**config.mk**
```make
export PLATFORM = sky130hd
export DESIGN_NAME = fetch_top
export DESIGN_NICKNAME = d
export VERILOG_FILES = /design/src/ibuf_pkg.sv /design/src/fetch_pkg.sv /design/src/ibuf_lines.sv /design/src/fetch_pointer.sv /design/src/line_rotator.sv /design/src/fetch_stage.sv /design/src/fetch_top.sv
export SDC_FILE = /design/constraint.sdc
export NUM_CORES = 2
export LEC_CHECK = 0
export BUFFER_PORTS_ARGS = -buffer_cell sky130_fd_sc_hd__clkbuf_2
export CORE_ASPECT_RATIO = 0.8
export CORE_MARGIN = 2
export CORE_UTILIZATION = 45
export CTS_CLUSTER_SIZE = 8
export DETAILED_ROUTE_END_ITERATION = 8
export PLACE_DENSITY = 0.66
export REMOVE_ABC_BUFFERS = 1
export SKIP_CTS_REPAIR_TIMING = 1
export SYNTH_ARGS = -nofsm -noshare
export SYNTH_HDL_FRONTEND = slang
export SYNTH_SLANG_ARGS = --single-unit
```
**constraint.sdc**
```tcl
create_clock -name clk -period 11.4 [get_ports clk]
set_input_delay 1.14 -clock clk [delete_from_list [all_inputs] [get_ports clk]]
set_output_delay 1.14 -clock clk [all_outputs]
set_load 0.005 [all_outputs]
```
**src/ibuf_pkg.sv**
```systemverilog
package ibuf_pkg;

    ////////////////////
    // line geometry
    ////////////////////

    // one line is one x86 fetch packet
    localparam int line_width = 128;
    localparam int line_bytes = 16;

    ////////////////////
    // window geometry
    ////////////////////

    // four lines form the circular code window
    localparam int num_lines      = 4;
    localparam int line_idx_width = 2;
    localparam int window_bytes   = 64;

endpackage

```
**src/fetch_pkg.sv**
```systemverilog
package fetch_pkg;

    ////////////////////
    // pointer widths
    ////////////////////

    // byte pointer into the 64-byte window
    localparam int bip_width = 6;

    // decode length, wider than the pointer
    localparam int length_width = 8;

    ////////////////////
    // control flow
    ////////////////////

    // source of a redirect, ordered by rising priority
    typedef enum logic [1:0] {
        cf_none    = 2'b00,
        cf_branch  = 2'b01,
        cf_resteer = 2'b10,
        cf_init    = 2'b11
    } cf_src_t;

endpackage

```
**src/ibuf_lines.sv**
```systemverilog
`timescale 1ns/10ps

module ibuf_lines (
    input  logic clk,
    input  logic rst,

    // fill from the memory side
    input  logic [ibuf_pkg::line_width-1:0] fill_data,
    input  logic [ibuf_pkg::line_idx_width-1:0] fill_index,
    input  logic fill_en,

    // release and flush control
    input  logic flush,
    input  logic bip_advance,
    input  logic [fetch_pkg::bip_width-1:0] old_bip,
    input  logic [fetch_pkg::bip_width-1:0] new_bip,

    output logic [ibuf_pkg::num_lines-1:0][ibuf_pkg::line_width-1:0] line_data,
    output logic [ibuf_pkg::num_lines-1:0] line_valid
);

    logic [ibuf_pkg::line_idx_width-1:0] old_line;
    logic [ibuf_pkg::line_idx_width-1:0] new_line;
    logic line_cross;

    // line index is the top bits of the pointer
    assign old_line = old_bip[fetch_pkg::bip_width-1 -: ibuf_pkg::line_idx_width];
    assign new_line = new_bip[fetch_pkg::bip_width-1 -: ibuf_pkg::line_idx_width];

    // pointer left the old line behind
    assign line_cross = bip_advance && (old_line != new_line);

    ////////////////////
    // valid bits
    ////////////////////

    always_ff @(posedge clk) begin
        if (rst) begin
            line_valid <= '0;
        end else begin
            if (flush) begin
                line_valid <= '0;
            end else if (line_cross) begin
                line_valid[old_line] <= 1'b0;
            end
            // fill wins over any clear in the same cycle
            if (fill_en) begin
                line_valid[fill_index] <= 1'b1;
            end
        end
    end

    ////////////////////
    // line storage
    ////////////////////

    always_ff @(posedge clk) begin
        if (fill_en) begin
            line_data[fill_index] <= fill_data;
        end
    end

endmodule

```
**src/fetch_pointer.sv**
```systemverilog
`timescale 1ns/10ps

module fetch_pointer (
    input  logic clk,
    input  logic rst,
    input  logic [fetch_pkg::length_width-1:0] length,
    input  logic stall,
    input  logic is_init,
    input  logic [fetch_pkg::bip_width-1:0] init_bip,
    input  logic is_resteer,
    input  logic [fetch_pkg::bip_width-1:0] wb_bip,
    input  logic is_br_taken,
    input  logic [fetch_pkg::bip_width-1:0] bp_bip,
    input  logic idtr_invalidate_fetch,
    input  logic packet_valid,
    output logic is_cf,
    output logic [fetch_pkg::bip_width-1:0] old_bip,
    output logic [fetch_pkg::bip_width-1:0] new_bip,
    output logic bip_advance
);

    fetch_pkg::cf_src_t cf_src;
    logic [fetch_pkg::bip_width-1:0] cf_target;
    logic [fetch_pkg::bip_width-1:0] bip_next;
    logic [fetch_pkg::length_width-1:0] bip_sum;
    logic consumed;
    logic ld_seq;
    logic ld_override;
    logic ld_bip;

    ////////////////////
    // control flow select
    ////////////////////

    // init over resteer over branch
    always_comb begin
        if (is_init) begin
            cf_src = fetch_pkg::cf_init;
        end else if (is_resteer) begin
            cf_src = fetch_pkg::cf_resteer;
        end else if (is_br_taken) begin
            cf_src = fetch_pkg::cf_branch;
        end else begin
            cf_src = fetch_pkg::cf_none;
        end
    end

    always_comb begin
        case (cf_src)
            fetch_pkg::cf_init:    cf_target = init_bip;
            fetch_pkg::cf_resteer: cf_target = wb_bip;
            fetch_pkg::cf_branch:  cf_target = bp_bip;
            default:               cf_target = new_bip;
        endcase
    end

    assign is_cf = (cf_src != fetch_pkg::cf_none);

    ////////////////////
    // pointer adder
    ////////////////////

    // sum wraps at the window size
    assign bip_sum = {{(fetch_pkg::length_width - fetch_pkg::bip_width){1'b0}}, old_bip} + length;
    assign new_bip = bip_sum[fetch_pkg::bip_width-1:0];

    ////////////////////
    // bip register
    ////////////////////

    assign ld_seq      = !stall && consumed;
    assign ld_override = is_resteer && !idtr_invalidate_fetch;
    assign ld_bip      = is_cf || ld_seq || ld_override;
    assign bip_advance = ld_seq && !is_cf;

    always_comb begin
        if (is_cf) begin
            bip_next = cf_target;
        end else if (ld_override) begin
            bip_next = wb_bip;
        end else begin
            bip_next = new_bip;
        end
    end

    // consumed flag tracks the packet decode just took
    always_ff @(posedge clk) begin
        if (rst) begin
            consumed <= 1'b0;
        end else if (!stall) begin
            consumed <= packet_valid;
        end
    end

    always_ff @(posedge clk) begin
        if (rst) begin
            old_bip <= '0;
        end else if (ld_bip) begin
            old_bip <= bip_next;
        end
    end

endmodule

```
**src/line_rotator.sv**
```systemverilog
`timescale 1ns/10ps

module line_rotator (
    input  logic [ibuf_pkg::num_lines-1:0][ibuf_pkg::line_width-1:0] lines,
    input  logic [fetch_pkg::bip_width-1:0] rot_bip,
    output logic [ibuf_pkg::line_width-1:0] packet
);

    localparam int byte_bits   = ibuf_pkg::line_width / ibuf_pkg::line_bytes;
    localparam int window_bits = ibuf_pkg::window_bytes * byte_bits;

    // one window per rotate layer, layer 0 is the input
    logic [fetch_pkg::bip_width:0][window_bits-1:0] layer;

    ////////////////////
    // byte reversal
    ////////////////////

    // byte 0 of each line lands in the top byte, line 0 on top
    for (genvar l = 0; l < ibuf_pkg::num_lines; l++) begin : g_line
        for (genvar b = 0; b < ibuf_pkg::line_bytes; b++) begin : g_byte
            assign layer[0][window_bits - 1 - (l*ibuf_pkg::line_bytes + b)*byte_bits
                            -: byte_bits] = lines[l][b*byte_bits +: byte_bits];
        end
    end

    ////////////////////
    // log rotate
    ////////////////////

    // each layer rotates left by a power of two bytes
    for (genvar s = 0; s < fetch_pkg::bip_width; s++) begin : g_stage
        localparam int sh = (1 << s) * byte_bits;
        assign layer[s+1] = rot_bip[s] ?
            {layer[s][window_bits-sh-1:0], layer[s][window_bits-1 -: sh]} :
            layer[s];
    end

    // top 16 bytes start at the pointer
    assign packet = layer[fetch_pkg::bip_width][window_bits-1 -: ibuf_pkg::line_width];

endmodule

```
**src/fetch_stage.sv**
```systemverilog
`timescale 1ns/10ps

module fetch_stage (
    input  logic clk,
    input  logic rst,

    // instruction buffer
    input  logic [ibuf_pkg::num_lines-1:0][ibuf_pkg::line_width-1:0] line_data,
    input  logic [ibuf_pkg::num_lines-1:0] line_valid,

    // decode
    input  logic [fetch_pkg::length_width-1:0] length,
    input  logic stall,

    // control flow sources
    input  logic is_init,
    input  logic [fetch_pkg::bip_width-1:0] init_bip,
    input  logic is_resteer,
    input  logic [fetch_pkg::bip_width-1:0] wb_bip,
    input  logic is_br_taken,
    input  logic [fetch_pkg::bip_width-1:0] bp_bip,

    // interrupt path
    input  logic [ibuf_pkg::line_width-1:0] idtr_packet,
    input  logic packet_select,
    input  logic wb_ie_val,
    input  logic idtr_invalidate_fetch,

    output logic [ibuf_pkg::line_width-1:0] packet_out,
    output logic packet_out_valid,
    output logic [fetch_pkg::bip_width-1:0] old_bip,
    output logic [fetch_pkg::bip_width-1:0] new_bip,
    output logic bip_advance
);

    logic is_cf;
    logic [ibuf_pkg::line_width-1:0] rot_packet;
    logic [ibuf_pkg::line_idx_width-1:0] cur_line;
    logic [ibuf_pkg::line_idx_width-1:0] nxt_line;
    logic fetch_valid;

    fetch_pointer u_pointer (
        .clk                   (clk),
        .rst                   (rst),
        .length                (length),
        .stall                 (stall),
        .is_init               (is_init),
        .init_bip              (init_bip),
        .is_resteer            (is_resteer),
        .wb_bip                (wb_bip),
        .is_br_taken           (is_br_taken),
        .bp_bip                (bp_bip),
        .idtr_invalidate_fetch (idtr_invalidate_fetch),
        .packet_valid          (packet_out_valid),
        .is_cf                 (is_cf),
        .old_bip               (old_bip),
        .new_bip               (new_bip),
        .bip_advance           (bip_advance)
    );

    line_rotator u_rotator (
        .lines   (line_data),
        .rot_bip (new_bip),
        .packet  (rot_packet)
    );

    ////////////////////
    // packet valid
    ////////////////////

    // the packet may spill into the next line, which wraps mod 4
    assign cur_line = new_bip[fetch_pkg::bip_width-1 -: ibuf_pkg::line_idx_width];
    assign nxt_line = cur_line + 2'd1;

    assign fetch_valid = line_valid[cur_line] && line_valid[nxt_line]
                         && !is_cf && !wb_ie_val;

    // idtr packet overrides the fetched one
    assign packet_out_valid = fetch_valid || packet_select;
    assign packet_out       = packet_select ? idtr_packet : rot_packet;

endmodule

```
**src/fetch_top.sv**
```systemverilog
`timescale 1ns/10ps

module fetch_top (
    input  logic clk,
    input  logic rst,

    // line fill
    input  logic [ibuf_pkg::line_width-1:0] fill_data,
    input  logic [ibuf_pkg::line_idx_width-1:0] fill_index,
    input  logic fill_en,

    // decode
    input  logic [fetch_pkg::length_width-1:0] length,
    input  logic stall,

    // writeback
    input  logic [fetch_pkg::bip_width-1:0] wb_bip,
    input  logic is_resteer,

    // branch predictor
    input  logic [fetch_pkg::bip_width-1:0] bp_bip,
    input  logic is_br_taken,

    // init
    input  logic [fetch_pkg::bip_width-1:0] init_bip,
    input  logic is_init,

    // interrupt
    input  logic [ibuf_pkg::line_width-1:0] idtr_packet,
    input  logic packet_select,
    input  logic wb_ie_val,
    input  logic idtr_invalidate_fetch,

    output logic [ibuf_pkg::line_width-1:0] packet_out,
    output logic packet_out_valid,
    output logic [fetch_pkg::bip_width-1:0] old_bip,
    output logic [fetch_pkg::bip_width-1:0] new_bip,
    output logic [ibuf_pkg::num_lines-1:0] line_valid
);

    logic [ibuf_pkg::num_lines-1:0][ibuf_pkg::line_width-1:0] line_data;
    logic bip_advance;
    logic flush;

    // any redirect from init or writeback empties the buffer
    assign flush = is_init || is_resteer;

    ibuf_lines u_ibuf (
        .clk         (clk),
        .rst         (rst),
        .fill_data   (fill_data),
        .fill_index  (fill_index),
        .fill_en     (fill_en),
        .flush       (flush),
        .bip_advance (bip_advance),
        .old_bip     (old_bip),
        .new_bip     (new_bip),
        .line_data   (line_data),
        .line_valid  (line_valid)
    );

    fetch_stage u_fetch (
        .clk                   (clk),
        .rst                   (rst),
        .line_data             (line_data),
        .line_valid            (line_valid),
        .length                (length),
        .stall                 (stall),
        .is_init               (is_init),
        .init_bip              (init_bip),
        .is_resteer            (is_resteer),
        .wb_bip                (wb_bip),
        .is_br_taken           (is_br_taken),
        .bp_bip                (bp_bip),
        .idtr_packet           (idtr_packet),
        .packet_select         (packet_select),
        .wb_ie_val             (wb_ie_val),
        .idtr_invalidate_fetch (idtr_invalidate_fetch),
        .packet_out            (packet_out),
        .packet_out_valid      (packet_out_valid),
        .old_bip               (old_bip),
        .new_bip               (new_bip),
        .bip_advance           (bip_advance)
    );

endmodule

```
# Word-level counts from Yosys, hierarchy flattened
# Index checks and enable logic that the tools add are counted.
# word_totals
reg_bits,523
input_bits,294
out_inout_bits,145
wordCells,68
# classes
add_sub_neg,2
magnitude_cmp,6
eq_ne,4
muxes,28
n_bitwise,3
reduce_logical,18
# ops
op,n
512-bit 2-to-1 mux,6
512-bit bitwise mux,1
128-bit demux with 2-bit select,1
128-bit 2-to-1 mux,2
6-bit case mux with 3 select lines,1
4-bit 2-to-1 mux,4
2-bit by 3-bit < comparator with 1-bit output (second input constant),4
6-bit 2-to-1 mux,2
1-bit logical AND,9
6-bit adder,1
1-bit 2-to-1 mux,5
4-bit AND,1
1-bit binary-select mux with 2-bit select,2
1-bit demux with 2-bit select,2
2-bit equality test (second input constant),2
2-bit by 1-bit greater-or-equal comparator with 1-bit output (second input constant),2
1-bit logical NOT,4
1-bit logical OR,4
2-bit 2-to-1 mux,2
4-bit inverter,1
4-bit OR,1
2-bit by 1-bit adder with 2-bit output (second input constant),1
2-bit by 1-bit equality test with 1-bit output (second input constant),1
2-bit != test,1
2-bit nonzero test,1

# Logic depth before layout (Yosys ltp)
# logic_depth
depth_word,12
mapped_depth,15

# By module
# Synthesis repeated with hierarchy kept, for this count alone.
# hier_totals
cells_unflattened,3908
hier_area_um2,47488.0
# by_module_without_submodules
module,n_inst,cells_per_inst,area_per_inst_um2,seq_area_each_um2
line_rotator,1,3141,29638.4,0.0
ibuf_lines,1,537,15588.7,15454.8
fetch_stage,1,150,1641.6,0.0
fetch_pointer,1,79,613.1,140.1
fetch_top,1,1,6.3,0.0

# Worst setup path after synthesis
# No wires, ideal clock.
# synth_timing
path_type,input to register
from,input port fill_index[1] (netlist bit)
to,register u_ibuf.line_valid[0] (netlist bit)
arrival_ns,11.457
required_time_ns,11.299
slack_ns,-0.157
stages,2
n_path_buf,0
cell_sequence,nor3b_1 o21ba_2
# synth_via
elab_chain_cells,6
word_cells_on_any_way,7
# synth_lines
item,line_no,text
"start, declared",fetch_top.sv:9,"input logic [ibuf_pkg::line_idx_width-1:0] fill_index,"
2-bit by 3-bit < comparator with 1-bit output (not written as such) / 2-bit by 1-bit greater-or-equal comparator with 1-bit output (equally long branches),ibuf_lines.sv:48,line_valid[fill_index] <= 1'b1;
1-bit logical AND (not written as such),ibuf_lines.sv:48,
1-bit 2-to-1 mux (not written as such),ibuf_lines.sv:48,
1-bit demux with 2-bit select (*),n/a,
4-bit OR (no source line) (*),n/a,
4-bit 2-to-1 mux (*),ibuf_lines.sv:47,if (fill_en) begin
"end signal, assigned",ibuf_lines.sv:42,line_valid <= '0;
"end signal, assigned by index",ibuf_lines.sv:44,line_valid[old_line] <= 1'b0;
"end signal, assigned by index",ibuf_lines.sv:48,
"end, declared",ibuf_lines.sv:19,output logic [ibuf_pkg::num_lines-1:0] line_valid
# Every way passes the cells marked *; elsewhere a longest branch is shown, timed or not.
# A chain may end at the register's enable or synchronous reset.

# Final worst setup path
# layout_timing
from,input port length[2] (netlist bit)
to,output port packet_out[114] (netlist bit)
# layout_via
elab_chain_cells,6
# layout_lines
item,line_no,text
"start, declared",fetch_top.sv:13,"input logic [fetch_pkg::length_width-1:0] length,"
6-bit adder (*),fetch_pointer.sv:64,"assign bip_sum = {{(fetch_pkg::length_width - fetch_pkg::bip_width){1'b0}}, old_bip} + length;"
512-bit 2-to-1 mux (3 in series),line_rotator.sv:34,assign layer[s+1] = rot_bip[s] ?
512-bit 2-to-1 mux (*),line_rotator.sv:34,
128-bit 2-to-1 mux (*),fetch_stage.sv:80,assign packet_out = packet_select ? idtr_packet : rot_packet;
"end, declared",fetch_top.sv:34,"output logic [ibuf_pkg::line_width-1:0] packet_out,"
# Marks and branches as above.

==> run metrics <==
status finished clean; Clock Path Buffers 3; Startpoint Class input port; design area around 50000 um^2; top post-synthesis cells by count mux2i_1, edfxtp_1, a21oi_1; first-pass detailed-route iteration total 7; WHS ~0.52 ns; CTS Root Cell clkbuf_16; post-synthesis compound-gate area fraction 16.23%; WP data arrival around 6.8 ns; post-synthesis simple-gate area fraction around 11%; WP data required approximately 10 ns; Synth warnings 0; crit-path most repeated cell a21oi_1; Die W approximately 350 um; Residual DRC 0; Tightest Hold Check Type register to register; area grow syn2layout 10.95%; CP Cell Sequence clkbuf_2 > ha_1 > a21oi_1 > nand3_4 > nand2_8 > buf_4 > buf_4 > mux4_2 > a221oi_1 > a21oi_1 > a21oi_1 > clkbuf_2; Worst Setup End Kind primary output; first-pass GRT wire length between 200000 and 300000 um; final setup margin approximately 3.5 ns; Post-Synth Adder-Cell Area less than 1%; Top FF cell, synth edfxtp_1; worst slew pin tran 1.357 ns; Tmin final approximately 7.9 ns; critical path's largest stage delay just under 0.8 ns; routed len/inst 30.96 um; Die H 283.8 um; pin count of the biggest net entering global routing 178; WL final around 180000 um; clock sink total 523; Final Slew Violations 0; DIE AREA roughly 100000 um^2; CTS tree built; period utilization a little over two thirds; Synth top area share 34.92%; core area 96870 um^2; Cell variety after synth between 70 and 80; main combinational cell family by area after synthesis multiplexers; vias in the first global route 38210; Post-synth EDFFs between 500 and 600; Final nets between 4000 and 5000; final total power around 8.5 mW; port bufs about 440; Clock transition at path regs 0.06 ns; Cell Rows 102; Cell Area, Synth approximately 44000 um^2; Setup Skew 0.02017 ns; Max Clk Rate ~130 MHz; Setup CP Type input port to primary output; Lkg Pwr 18.46 nW; H-tree depth 3; crit-path max FO between 70 and 80; relative max-transition margin around a tenth; Top Ports about 440; setup violators final 0; grt total ovfl 0; GRT Util Overall 35.13%; mux cell area share after synthesis a little under a third; Final GP Congestion 0.9809; Vias/cell 6.852; area leader, netlist edfxtp_1; initial antenna violation count 20; Syn Area/Cell a little under 10 um^2; Post-synth ARST share 0%; max_cap viols 0; PD cells 174.0 nW/um^2; top-count cell post-synth mux2i_1; synth top area cells edfxtp_1, mux2i_1, mux2_2, mux4_2, a21oi_1; Synth Area in XOR/XNOR less than 1%; DR iter-0 viols between 5000 and 6000; post-detail-place hpwl 126000 um; Worst path slowest cell buf_4; Final Util between 50 and 60%; unrepaired setup endpoints after global routing no; maximum VDD drop between 0.1 and 0.15 mV; Starting Density between 40 and 50%; Seq cells post-synth 523; Cell Area, Placed ~47000 um^2; vias approximately 41000; CTS Buf Count 77; Final Hold Fails 0; Clock Latency Late Sink 0.64 ns; sequential area share after synthesis about 35%; Final ANT Viol Nets 0; share of layout cells above drive strength 1 25.75%; Cells after Synth 4467; pre-CTS setup slack 3.600 ns
[logic make-up after synthesis]
logic type | after synthesis
compound gates | 1147
xor+xnor | 4
fa+ha+maj | 6
buf+inv | 482
flops | 523
mux | 1192
simple gates | 1113
[metal layers]
layer	global-route usage, %	share of wire, %
met1	49.13	40
met2	50.71	42
met3	10.49	14
met4	13.86	4.2
met5	0	0.082
[critical path: cells and delay by family]
family / cells / cell delay, ns
buf+inv: 4 / 1.86
compound gates: 4 / 1.35
simple gates: 2 / 1.29
fa+ha+maj: 1 / 0.45
mux: 1 / 0.60
[cell usage in the layout, fill, tap and decap left out, drive strengths merged, types with 11 or more instances in the layout]
| cell type | instances |
|---|---|
| mux2 | 432 |
| o32ai | 55 |
| nor3 | 227 |
| mux2i | 641 |
| diode | 11 |
| nor2b | 16 |
| or2 | 19 |
| nand3 | 51 |
| o21ai | 183 |
| nor4 | 19 |
| a221o | 21 |
| a221oi | 49 |
| or3 | 58 |
| a21oi | 440 |
| a31oi | 27 |
| o22ai | 161 |
| inv | 54 |
| edfxtp | 512 |
| nand2 | 278 |
| nand2b | 14 |
| nor2 | 398 |
| dfxtp | 11 |
| o211ai | 37 |
| clkbuf | 532 |
| mux4 | 119 |
| a211oi | 53 |
| buf | 66 |
| o31ai | 19 |
[path summary, 6_finish.rpt]
check | depth (start not counted) | to | from | slack [ns]
max | 12 | packet_out[114] | length[2] | 3.47
min | 2 | u_fetch.u_pointer.consumed | u_fetch.u_pointer.consumed | 0.52
max reg2reg | 7 | u_fetch.u_pointer.old_bip[1] | u_fetch.u_pointer.old_bip[0] | 7.76
min reg2reg | 2 | u_fetch.u_pointer.consumed | u_fetch.u_pointer.consumed | 0.52
[stage by stage]
stage	setup TNS (ns)	cells
floorplan	-1590.82	4035
global route	0	5950
global placement	0	5836
CTS	0	5945
finish	0	5956
detailed placement	0	5836
[flip-flops by register name, indices dropped and copies added (netlist names)]
register / flops
u_ibuf.line_data: 512
u_ibuf.line_valid: 4
u_fetch.u_pointer.consumed: 1
u_fetch.u_pointer.old_bip: 6
[power by group]
| group | internal, mW | total (mW) | switching [mW] |
|---|---|---|---|
| clock network | 1.24 | 2.16 | 0.918 |
| logic | 1.49 | 4.06 | 2.56 |
| registers | 2.22 | 2.29 | 0.0663 |
[layout make-up]
cell class	count	area (um^2)
multi-input cells	3462	26440
flip-flops and latches	523	15600
repair buffers	501	2764
diodes	11	27.53
clock inverters	12	166.4
well taps	1300	1627
inverters	50	222.7
fillers	8801	48010
clock buffers	97	2012
No activity file was read; power rests on OpenSTA's default activity.
